### src/verilog/capture_dma_params.svh
`ifndef CAPTURE_DMA_PARAMS_SVH
`define CAPTURE_DMA_PARAMS_SVH

// sample fifo storage, in 32-bit words
`define CD_FIFO_DEPTH 64

// fifo pointer width, log2 of the depth
`define CD_FIFO_AW 6

// largest axi len value, 16 beats
`define CD_MAX_BURST_LEN 15

// word address, not byte address
`define CD_ADDR_W 32

`endif

### src/verilog/capture_pkg.sv
`include "capture_dma_params.svh"

package capture_pkg;

    typedef logic [31:0] sample_t;
    typedef logic [`CD_ADDR_W-1:0] word_addr_t;  // counts words
    typedef logic [7:0] burst_len_t;             // beats minus one
    typedef logic [`CD_FIFO_AW:0] fifo_level_t;  // 0 .. depth

    typedef enum logic [3:0] {
        FIRST_LOAD,
        IDLE,
        LOAD_BURST,
        WR_ADDR,
        WR_DATA,
        WR_RESP,
        WR_ADDR_END,  // first part of a split burst, up to end_addr
        WR_DATA_END,
        WR_RESP_END
    } dma_state_t;

endpackage

### src/verilog/axi_wr_pkg.sv
package axi_wr_pkg;

    import capture_pkg::*;

    localparam logic [1:0] AXI_BURST_INCR = 2'b01;

    typedef struct packed {
        logic [1:0] id;
        word_addr_t addr;
        burst_len_t len;
        logic [1:0] burst;
    } axi_aw_t;

    typedef struct packed {
        sample_t    data;
        logic [3:0] strb;
        logic       last;
    } axi_w_t;

    typedef struct packed {
        logic [1:0] id;
        logic [1:0] resp;
    } axi_b_t;

endpackage

### src/verilog/rstn_sync.sv
`timescale 1ns/1ps

module rstn_sync (
    input  logic clk,
    input  logic rstn,
    output logic dma_rstn_sync
);

    logic rstn_meta;

    // assert at once, release two edges later
    always_ff @(posedge clk or negedge rstn) begin
        if (!rstn) begin
            rstn_meta     <= 1'b0;
            dma_rstn_sync <= 1'b0;
        end else begin
            rstn_meta     <= 1'b1;
            dma_rstn_sync <= rstn_meta;
        end
    end

endmodule

### src/verilog/sample_fifo.sv
`timescale 1ns/1ps
`include "capture_dma_params.svh"

module sample_fifo
    import capture_pkg::*;
(
    input  logic       clk,
    input  logic       dma_rstn_sync,
    input  logic       sample_valid,
    input  sample_t    sample,
    input  logic       pop,
    input  logic       burst_ready,
    output sample_t    pop_data,
    output logic       avail,
    output logic       overflow,
    output logic       burst_valid,
    output burst_len_t burst_len
);

    sample_t                mem [`CD_FIFO_DEPTH];
    logic [`CD_FIFO_AW-1:0] wr_ptr;
    logic [`CD_FIFO_AW-1:0] rd_ptr;
    fifo_level_t            level;
    fifo_level_t            reserved;  // promised to the dma, not popped yet
    fifo_level_t            free;
    logic                   full;
    logic                   push;
    logic                   do_pop;

    assign full     = (level == fifo_level_t'(`CD_FIFO_DEPTH));
    assign push     = sample_valid && !full;
    assign overflow = sample_valid && full;  // word dropped
    assign avail    = (level != '0);
    assign do_pop   = pop && avail;
    assign pop_data = mem[rd_ptr];

    always_ff @(posedge clk) begin
        if (push) begin
            mem[wr_ptr] <= sample;
        end
    end

    always_ff @(posedge clk or negedge dma_rstn_sync) begin
        if (!dma_rstn_sync) begin
            wr_ptr <= '0;
            rd_ptr <= '0;
            level  <= '0;
        end else begin
            if (push) wr_ptr <= wr_ptr + 1'b1;
            if (do_pop) rd_ptr <= rd_ptr + 1'b1;
            case ({push, do_pop})
                2'b10:   level <= level + 1'b1;
                2'b01:   level <= level - 1'b1;
                default: level <= level;
            endcase
        end
    end

    // dma waiting again means leftovers of a restarted burst are free
    always_ff @(posedge clk or negedge dma_rstn_sync) begin
        if (!dma_rstn_sync) begin
            reserved <= '0;
        end else if (burst_valid && burst_ready) begin
            reserved <= fifo_level_t'(burst_len) + 1'b1;
        end else if (burst_ready) begin
            reserved <= '0;
        end else if (do_pop && reserved != '0) begin
            reserved <= reserved - 1'b1;
        end
    end

    assign free        = level - reserved;
    assign burst_valid = (free != '0);
    assign burst_len   = (free > fifo_level_t'(`CD_MAX_BURST_LEN)) ?
                         burst_len_t'(`CD_MAX_BURST_LEN) : burst_len_t'(free - 1'b1);

endmodule

### src/verilog/axi_write_dma.sv
`timescale 1ns/1ps

module axi_write_dma
    import capture_pkg::*;
    import axi_wr_pkg::*;
(
    input  logic       clk,
    input  logic       dma_rstn_sync,
    input  word_addr_t start_addr,
    input  word_addr_t end_addr,
    input  logic       capture_on,
    input  logic       capture_rst,
    input  logic       burst_valid,
    output logic       burst_ready,
    input  burst_len_t burst_len,
    input  logic       avail,
    output logic       pop,
    input  sample_t    pop_data,
    output axi_aw_t    aw,
    output logic       aw_valid,
    input  logic       aw_ready,
    output axi_w_t     w,
    output logic       w_valid,
    input  logic       w_ready,
    input  axi_b_t     b,
    input  logic       b_valid,
    output logic       b_ready
);

    dma_state_t state;
    dma_state_t state_nxt;
    word_addr_t wr_addr;
    word_addr_t next_addr;
    burst_len_t wr_len;
    burst_len_t offer_len;  // whole offer, second part of a split is the rest
    burst_len_t beat_cnt;
    logic       rst_seen;   // capture_rst seen, finish without popping
    logic       offer_take;
    logic       aw_take;
    logic       w_take;
    logic       b_take;
    logic       data_phase;
    logic       need_split;
    logic       restart;

    assign offer_take = burst_valid && burst_ready;
    assign aw_take    = aw_valid && aw_ready;
    assign w_take     = w_valid && w_ready;
    assign b_take     = b_valid && b_ready;
    assign restart    = rst_seen || capture_rst;
    assign need_split = (wr_addr + word_addr_t'(burst_len)) > end_addr;
    assign next_addr  = wr_addr + word_addr_t'(wr_len) + 1'b1;

    always_ff @(posedge clk or negedge dma_rstn_sync) begin
        if (!dma_rstn_sync) begin
            state <= FIRST_LOAD;
        end else begin
            state <= state_nxt;
        end
    end

    always_comb begin
        state_nxt = state;
        case (state)
            FIRST_LOAD: if (capture_on && !capture_rst) state_nxt = LOAD_BURST;
            IDLE: begin
                if (restart) state_nxt = FIRST_LOAD;
                else if (capture_on) state_nxt = LOAD_BURST;
            end
            LOAD_BURST: begin
                if (capture_rst) state_nxt = FIRST_LOAD;
                else if (offer_take) state_nxt = need_split ? WR_ADDR_END : WR_ADDR;
            end
            WR_ADDR:     if (aw_take) state_nxt = WR_DATA;
            WR_DATA:     if (w_take && w.last) state_nxt = WR_RESP;
            WR_RESP:     if (b_take) state_nxt = restart ? FIRST_LOAD : IDLE;
            WR_ADDR_END: if (aw_take) state_nxt = WR_DATA_END;
            WR_DATA_END: if (w_take && w.last) state_nxt = WR_RESP_END;
            // second part restarts at the ring base
            WR_RESP_END: if (b_take) state_nxt = restart ? FIRST_LOAD : WR_ADDR;
            default:     state_nxt = FIRST_LOAD;
        endcase
    end

    always_ff @(posedge clk or negedge dma_rstn_sync) begin
        if (!dma_rstn_sync) begin
            rst_seen <= 1'b0;
        end else if (capture_rst) begin
            rst_seen <= 1'b1;
        end else if (state == FIRST_LOAD) begin
            rst_seen <= 1'b0;
        end
    end

    // ring pointer and burst lengths
    always_ff @(posedge clk or negedge dma_rstn_sync) begin
        if (!dma_rstn_sync) begin
            wr_addr   <= '0;
            wr_len    <= '0;
            offer_len <= '0;
        end else begin
            if (state == FIRST_LOAD && state_nxt == LOAD_BURST) begin
                wr_addr <= start_addr;
            end else if (state == WR_RESP && b_take) begin
                wr_addr <= (next_addr > end_addr) ? start_addr : next_addr;
            end else if (state == WR_RESP_END && b_take) begin
                wr_addr <= start_addr;
            end

            if (state == LOAD_BURST && offer_take) begin
                offer_len <= burst_len;
                wr_len    <= need_split ? burst_len_t'(end_addr - wr_addr) : burst_len;
            end else if (state == WR_RESP_END && b_take) begin
                wr_len <= offer_len - (wr_len + 1'b1);
            end
        end
    end

    always_ff @(posedge clk or negedge dma_rstn_sync) begin
        if (!dma_rstn_sync) begin
            beat_cnt <= '0;
        end else if (aw_take) begin
            beat_cnt <= wr_len;
        end else if (w_take && beat_cnt != '0) begin
            beat_cnt <= beat_cnt - 1'b1;
        end
    end

    assign data_phase  = (state == WR_DATA) || (state == WR_DATA_END);
    assign burst_ready = (state == LOAD_BURST) && capture_on && !capture_rst;

    assign aw_valid = (state == WR_ADDR) || (state == WR_ADDR_END);
    assign aw.id    = 2'd0;
    assign aw.addr  = wr_addr;
    assign aw.len   = wr_len;
    assign aw.burst = AXI_BURST_INCR;

    assign w_valid = data_phase && avail;
    assign w.data  = pop_data;
    assign w.strb  = 4'hf;
    assign w.last  = (beat_cnt == '0);
    assign pop     = w_take && !rst_seen;  // a restarted burst leaves its words queued

    assign b_ready = (state == WR_RESP) || (state == WR_RESP_END);  // resp code not checked

endmodule

### src/verilog/capture_dma_top.sv
`timescale 1ns/1ps

module capture_dma_top
    import capture_pkg::*;
    import axi_wr_pkg::*;
(
    input  logic       clk,
    input  logic       rstn,
    input  logic       sample_valid,
    input  sample_t    sample,
    input  logic       capture_on,
    input  logic       capture_rst,
    input  word_addr_t start_addr,
    input  word_addr_t end_addr,
    output logic       overflow,
    output axi_aw_t    aw,
    output logic       aw_valid,
    input  logic       aw_ready,
    output axi_w_t     w,
    output logic       w_valid,
    input  logic       w_ready,
    input  axi_b_t     b,
    input  logic       b_valid,
    output logic       b_ready
);

    logic       dma_rstn_sync;
    logic       pop;
    logic       avail;
    sample_t    pop_data;
    logic       burst_valid;
    logic       burst_ready;
    burst_len_t burst_len;

    rstn_sync rstn_sync_i (
        .clk           (clk),
        .rstn          (rstn),
        .dma_rstn_sync (dma_rstn_sync)
    );

    sample_fifo sample_fifo_i (
        .clk           (clk),
        .dma_rstn_sync (dma_rstn_sync),
        .sample_valid  (sample_valid),
        .sample        (sample),
        .pop           (pop),
        .burst_ready   (burst_ready),
        .pop_data      (pop_data),
        .avail         (avail),
        .overflow      (overflow),
        .burst_valid   (burst_valid),
        .burst_len     (burst_len)
    );

    axi_write_dma axi_write_dma_i (
        .clk           (clk),
        .dma_rstn_sync (dma_rstn_sync),
        .start_addr    (start_addr),
        .end_addr      (end_addr),
        .capture_on    (capture_on),
        .capture_rst   (capture_rst),
        .burst_valid   (burst_valid),
        .burst_ready   (burst_ready),
        .burst_len     (burst_len),
        .avail         (avail),
        .pop           (pop),
        .pop_data      (pop_data),
        .aw            (aw),
        .aw_valid      (aw_valid),
        .aw_ready      (aw_ready),
        .w             (w),
        .w_valid       (w_valid),
        .w_ready       (w_ready),
        .b             (b),
        .b_valid       (b_valid),
        .b_ready       (b_ready)
    );

endmodule

### config.mk
export PLATFORM = sky130hd
export DESIGN_NAME = capture_dma_top
export DESIGN_NICKNAME = d
export VERILOG_FILES = /design/src/verilog/capture_pkg.sv /design/src/verilog/axi_wr_pkg.sv /design/src/verilog/rstn_sync.sv /design/src/verilog/sample_fifo.sv /design/src/verilog/axi_write_dma.sv /design/src/verilog/capture_dma_top.sv
export VERILOG_INCLUDE_DIRS = /design/src /design/src/verilog
export SDC_FILE = /design/constraint.sdc
export NUM_CORES = 2
export LEC_CHECK = 0
export ABC_AREA = 1
export ABC_CLOCK_PERIOD_IN_PS = 8500
export BUFFER_PORTS_ARGS = -buffer_cell sky130_fd_sc_hd__buf_2
export CORE_AREA = 2 2 549 551
export CTS_CLUSTER_SIZE = 14
export DETAILED_ROUTE_END_ITERATION = 16
export DIE_AREA = 0 0 551 553
export GPL_ROUTABILITY_DRIVEN = 0
export SLEW_MARGIN = 20
export SYNTH_ARGS = -nofsm -noshare
export SYNTH_HDL_FRONTEND = slang
export SYNTH_HIERARCHICAL = 1
export SYNTH_SLANG_ARGS = --single-unit
### constraint.sdc
create_clock -name clk -period 8.5 [get_ports clk]
set_input_delay 0.85 -clock clk [delete_from_list [all_inputs] [get_ports clk]]
set_output_delay 0.85 -clock clk [all_outputs]
set_load 0.01 [all_outputs]
# After elaboration in Yosys (flattened, before gate mapping)
# Memories as Yosys holds them, arrays and structs flattened.
# Cells that the tools add are included.
# totals
memories,1
input_bits,108
output_inout_bits,85
ramBits,2048
word_cells,114
register_bits,89
# op_classes
order_cmp,3
mux,33
n_addsub,15
n_eq_ne,12
reduce_logical,38
# mem_list
memory,words,word_bits,read_ports,rd_ports_with_merged_regs,wr,line,text
sample_fifo_i.mem,64,32,1,0,1,sample_fifo.sv:20,sample_t mem [`CD_FIFO_DEPTH];
# op_table
op,n
32-bit 2-to-1 mux,4
32-bit by 8-bit adder with 32-bit output,2
32-bit greater-than comparator,2
8-bit 2-to-1 mux,6
4-bit 2-to-1 mux,11
4-bit one-hot mux with 9 select lines,1
32-bit by 1-bit adder with 32-bit output (second input constant),1
7-bit 2-to-1 mux,3
7-bit nonzero test,3
1-bit logical AND,19
4-bit by 3-bit == test with 1-bit output (second input constant),4
8-bit subtractor,2
7-bit by 1-bit adder with 7-bit output (second input constant),2
7-bit one-hot mux with 2 select lines,1
7-bit by 1-bit subtractor with 7-bit output (second input constant),2
6-bit by 1-bit adder with 6-bit output (second input constant),2
4-bit by 2-bit == test with 1-bit output (second input constant),3
8-bit by 1-bit adder with 8-bit output (second input constant),1
8-bit zero test,1
2-bit nonzero test,4
8-bit nonzero test,1
7-bit by 1-bit subtractor with 8-bit output (second input constant),1
8-bit by 1-bit subtractor with 8-bit output (second input constant),1
7-bit == test (second input constant),1
other kinds (13),23

# Longest topological paths before layout
# depth
ltp_word,12
mapped_depth,40
depth_no_buf,40

# Hierarchy
# The synthesis kept the hierarchy.
# by_module_without_submodules
module,seq_area_each_um2,instances,cells_each,area_each_um2
sample_fifo,62149.6,1,6035,81592.0
axi_write_dma,1526.5,1,1171,7671.1
rstn_sync,50.0,1,3,53.8

# Worst setup path after synthesis
# OpenSTA, ideal clock, no wires.
# synth_path
path_type,register to register
from,reg sample_fifo_i.level[0]
to,reg axi_write_dma_i.wr_len[2]
path_stages_with_launch,34
required_ns,8.373
period_less_slack_ns,4.936
n_path_buf,0
path_slack_ns,3.564
setup_ns,0.127
arrival_ns,4.810
path_cell_list,dfrtp_1 -> inv_1 -> ha_1 -> inv_1 -> fa_1 -> ha_1 -> nor3_1 -> nand2_1 -> nand3_1 -> ha_1 -> inv_1 -> fa_1 -> inv_1 -> a31oi_1 -> o21ai_2 -> nand2_2 -> nor2_4 -> nand2_1 -> nor2_1 -> nand3_1 -> nand2_1 -> nand2_1 -> ha_1 -> nand2_1 -> nor2_1 -> nand2_1 -> nor2_1 -> nand2_1 -> nand2_1 -> nand3_1 -> inv_1 -> nand2_1 -> nand3_1 -> o21ai_0
# synth_between
elab_chain_len,7
elab_cells_between_ends,12
cone_classes,3 x add/sub; 2 x order compare; 3 x mux; 4 x reduce/logical
# synth_rtl
item,line,text
from (decl),sample_fifo.sv:23,fifo_level_t level;
from (signal assigned),sample_fifo.sv:52,2'b10: level <= level + 1'b1;
from (signal assigned),sample_fifo.sv:53,2'b01: level <= level - 1'b1;
from (signal assigned),sample_fifo.sv:54,default: level <= level;
7-bit subtractor *,sample_fifo.sv:72,assign free = level - reserved;
7-bit by 1-bit subtractor with 8-bit output or 7-bit by 4-bit greater-than comparator with 1-bit output (tied branches),"sample_fifo.sv:75, sample_fifo.sv:74",
8-bit 2-to-1 mux *,sample_fifo.sv:74,assign burst_len = (free > fifo_level_t'(`CD_MAX_BURST_LEN)) ?
via burst_len[0],capture_dma_top.sv:33,burst_len_t burst_len;
32-bit by 8-bit adder with 32-bit output *,axi_write_dma.sv:51,assign need_split = (wr_addr + word_addr_t'(burst_len)) > end_addr;
32-bit greater-than comparator *,axi_write_dma.sv:51,
8-bit 2-to-1 mux *,axi_write_dma.sv:112,wr_len <= need_split ? burst_len_t'(end_addr - wr_addr) : burst_len;
8-bit 2-to-1 mux *,axi_write_dma.sv:110,if (state == LOAD_BURST && offer_take) begin
to (signal assigned),axi_write_dma.sv:112,
to (signal assigned),axi_write_dma.sv:114,wr_len <= offer_len - (wr_len + 1'b1);
to (decl),axi_write_dma.sv:34,burst_len_t wr_len;
# Mark *: on every way through the listed nets, which the timed path passes. The rest lies on a longest branch.
# A chain may end at the register's enable or synchronous reset.

# Worst setup path in the final report
# layout_path
from,reg sample_fifo_i.level[0]
to,reg axi_write_dma_i.wr_len[5]
# The elaborated chain is that of the path after synthesis.

==> key figures <==
Run status
  – Run status: complete, no violations

Layout
  – # fillers: 29000
  – Final core occ: 33.9%
  – Area grow syn2layout: 13.5%
  – Final Net Count: 7476
  – Fin area: 101000 um^2
  – Ratio of cells with drive above 1 in the final layout: 10.2%
  – Commonest non-fill, non-tap cell in the layout: edfxtp_1
  – Commonest non-fill, non-tap cells in the layout: edfxtp_1, nor2_1, o21ai_0, nand2_1, nand3_1

Detailed routing
  – Detailed Route WL: 263 mm
  – Detail Route Antenna Nets: 0
  – Routed vias: 60400
  – DRT iter0 DRCs: 7130
  – WL/cell: 23.1 um
  – Vias per Instance: 5.31
  – DR DRC count: 0
  – DR pass1 iterations: 8

CTS
  – CTS Hold Bufs: 1
  – Clock slew at reported path FFs: 0.07 ns
  – CTS tree: built
  – Total clock buffers created by CTS: 214
  – Post-CTS repair timing setup buffer count: 0
  – Clk buf depth: 4
  – Post-CTS Resized: 0
  – Worst-Skew Late Latency: 0.93 ns
  – H-tree depth: 4
  – Root Driver: clkbuf_16
  – Num Clock Sinks: 2137

Timing
  – Final setup viols: 0
  – Fin crit share: 71.9%
  – Maximum clock frequency: 164 MHz
  – Hold Fails Final Rpt: 0
  – Final WS setup: 2.39 ns
  – Total Neg Setup Slack: 0 ns
  – Worst Max-Slew Pin Slew: 1.34 ns
  – Period minus WS final: 6.11 ns
  – RSZ-0062 raised after global routing: false
  – Worst slew margin: 10.5%
  – Max Clock Skew: 0.134 ns
  – Final Slew Violations: 0

Critical path
  – Reg2Reg Setup Slack: 2.39 ns
  – Crit path launch type: register
  – CP required: 9.19 ns
  – Most used cell, CP: nand2_1
  – Crit path DAT: 6.80 ns
  – Setup Crit Path Kind: register to register
  – CP Capture Type: register
  – CP max FO: 8
  – CP max stage delay: 0.48 ns
  – Crit path max-delay cell type: fa_1

Yosys
  – Synth area leaders: edfxtp_1, o21ai_0, nor2_1, nand2_1, dfrtp_1
  – Synth Area in Adders: 1.76%
  – Synth warn: 6
  – Largest family of logic cells by synthesized area: compound AO/OA/AOI/OAI gates
  – Compound-Gate Fraction of Synth Area: 11.8%
  – Area leader, netlist: edfxtp_1
  – Sequential share of the synthesized area: 71.3%
  – Asr flop ratio synth: 4.16%
  – Post-Synth Simple-Gate Area: 10.8%
  – Number of synthesized flops with an enable pin: 2048
  – Post-synth top area share: 68.9%
  – Commonest register cell after synthesis: edfxtp_1
  – Post-synthesis cell count: 7209
  – Syn avg cell area: 12.4 um^2
  – XOR/XNOR share of the synthesized area: 0.731%
  – Distinct cells, synth: 55
  – Synthesized area: 89300 um^2
  – Fraction of synthesized area in multiplexers: 0%
  – Yosys reg bits: 2137

Global route
  – Initial antenna violation count: 21
  – Largest net degree at the start of global routing: 232
  – First-pass GRT wire length: 381 mm
  – Vias in the first global route: 58000
  – Gr ovfl total: 0
  – GRT Total Usage: 16.6%

Placement
  – Dpl cell area: 94500 um^2
  – Worst slack, placed: 2.42 ns
  – Dpl hpwl: 138 mm
  – Port-buffer cells: 180

Floorplan
  – Core area: 299000 um^2
  – Die area: 305000 um^2
  – Die Y-Extent: 553 um
  – Chip width: 551 um
  – IO Pins: 193
  – # rows: 201
  – Initial Utilization: 29.9%

Flow run
  – Max-cap viol count: 0

Pwr
  – Leakage: 33.4 nW
  – VDD IR max: 310 uV
  – Power Density: 336 nW/um^2
  – Total chip power: 34.1 mW

Min path
  – HP Class: register to asynchronous set/reset pin
==> per-layer routing <==
| layer | part of all wire (%) | vias up | track usage (%) |
|---|---|---|---|
| li1 | - | 26600 | - |
| met1 | 41 | 30300 | 22.6 |
| met2 | 46 | 2999 | 26.5 |
| met3 | 9.7 | 520 | 3.07 |
| met4 | 3.3 | 16 | 5.31 |
| met5 | 0.040 | - | 0 |
==> layout make-up <==
class	count	area (um^2)	area share, %
timing repair buffer	311	2060	2.03
clock buffer	250	5590	5.51
inverter	227	900	0.887
multi-input combinational	4355	22900	22.6
sequential	2137	63700	62.9
tap	3958	4950	4.88
clock inverter	136	1260	1.24
antenna	4	10.0	0.00987
==> sequential cells by signal, indices dropped and copies added (netlist names) <==
name and cells:
sample_fifo_i/level 7, axi_write_dma_i/offer_len 8, sample_fifo_i/rd_ptr 6, axi_write_dma_i/state 4, rstn_sync_i/rstn_meta 1, sample_fifo_i/reserved 7
sample_fifo_i/wr_ptr 6, sample_fifo_i/mem 2048, axi_write_dma_i/rst_seen 1, axi_write_dma_i/beat_cnt 8, rstn_sync_i/dma_rstn_sync 1, axi_write_dma_i/wr_len 8
axi_write_dma_i/wr_addr 32
==> worst max-delay path, delay by kind of cell (launching register included) <==
| family | cells | cell delay [ns] |
|---|---|---|
| compound gates | 3 | 0.47 |
| xor+xnor | 1 | 0.12 |
| simple gates | 16 | 2.69 |
| flops | 1 | 0.40 |
| buf+inv | 5 | 0.48 |
| fa+ha+maj | 6 | 1.84 |
==> cells in the mapped netlist, types with 3 or more instances <==
| cell | n |
|---|---|
| a21oi_1 | 153 |
| a31oi_1 | 6 |
| buf_1 | 15 |
| buf_2 | 117 |
| buf_4 | 72 |
| buf_6 | 12 |
| clkbuf_1 | 278 |
| clkinv_1 | 3 |
| conb_1 | 3 |
| dfrtp_1 | 89 |
| edfxtp_1 | 2048 |
| fa_1 | 6 |
| ha_1 | 116 |
| inv_1 | 210 |
| inv_2 | 12 |
| nand2_1 | 668 |
| nand2_2 | 10 |
| nand3_1 | 339 |
| nand3_2 | 3 |
| nand3b_1 | 8 |
| nand4_1 | 73 |
| nor2_1 | 1181 |
| nor2_2 | 8 |
| nor2_4 | 6 |
| nor3_1 | 15 |
| nor3_2 | 4 |
| o211ai_1 | 51 |
| o21a_1 | 4 |
| o21ai_0 | 1048 |
| o21ai_1 | 24 |
| o21bai_1 | 4 |
| o221ai_1 | 212 |
| o22ai_1 | 307 |
| or2_2 | 4 |
| xnor2_1 | 19 |
| xor2_1 | 50 |
| xor2_2 | 3 |
==> kinds of logic (layout without fill, tap and decap cells) <==
| family | Yosys count | count (layout) |
|---|---|---|
| simple gates | 2327 | 2327 |
| flops | 2137 | 2137 |
| compound gates | 1825 | 1825 |
| buf+inv | 723 | 924 |
| fa+ha+maj | 122 | 122 |
| xor+xnor | 72 | 72 |
| other cells | 3 | 13 |
==> power breakdown <==
group | switching [mW] | internal, mW | total (mW) | leakage [nW]
clock | 3.99 | 5.35 | 9.33 | 3.37
combinational | 8.86 | 3.31 | 12.2 | 10.6
sequential | 0.520 | 12.1 | 12.6 | 19.5
==> path summary, 6_finish.rpt <==
check | from | cells past startpoint | endpoint
worst max-delay path | sample_fifo_i/level[0] | 31 | axi_write_dma_i/wr_len[5]
worst min-delay path | rstn_sync_i/dma_rstn_sync | 0 | sample_fifo_i/wr_ptr[3]
worst max register to register | sample_fifo_i/level[0] | 31 | axi_write_dma_i/wr_len[5]
worst min register to register | rstn_sync_i/dma_rstn_sync | 0 | sample_fifo_i/wr_ptr[3]
max in group asynchronous | rstn_sync_i/dma_rstn_sync | 1 | axi_write_dma_i/wr_addr[25]
min in group clk | b_valid | 2 | axi_write_dma_i/state[3]
==> through the flow <==
step           hold WS (ns)  instances
6_report              0.309      11400
2_1_floorplan         0.331       7215
3_5_place_dp          0.343      11000
3_3_place_gp          0.341      11000
4_1_cts               0.234      11400
5_1_grt               0.254      11400
Power figures use the tool's default switching activity.
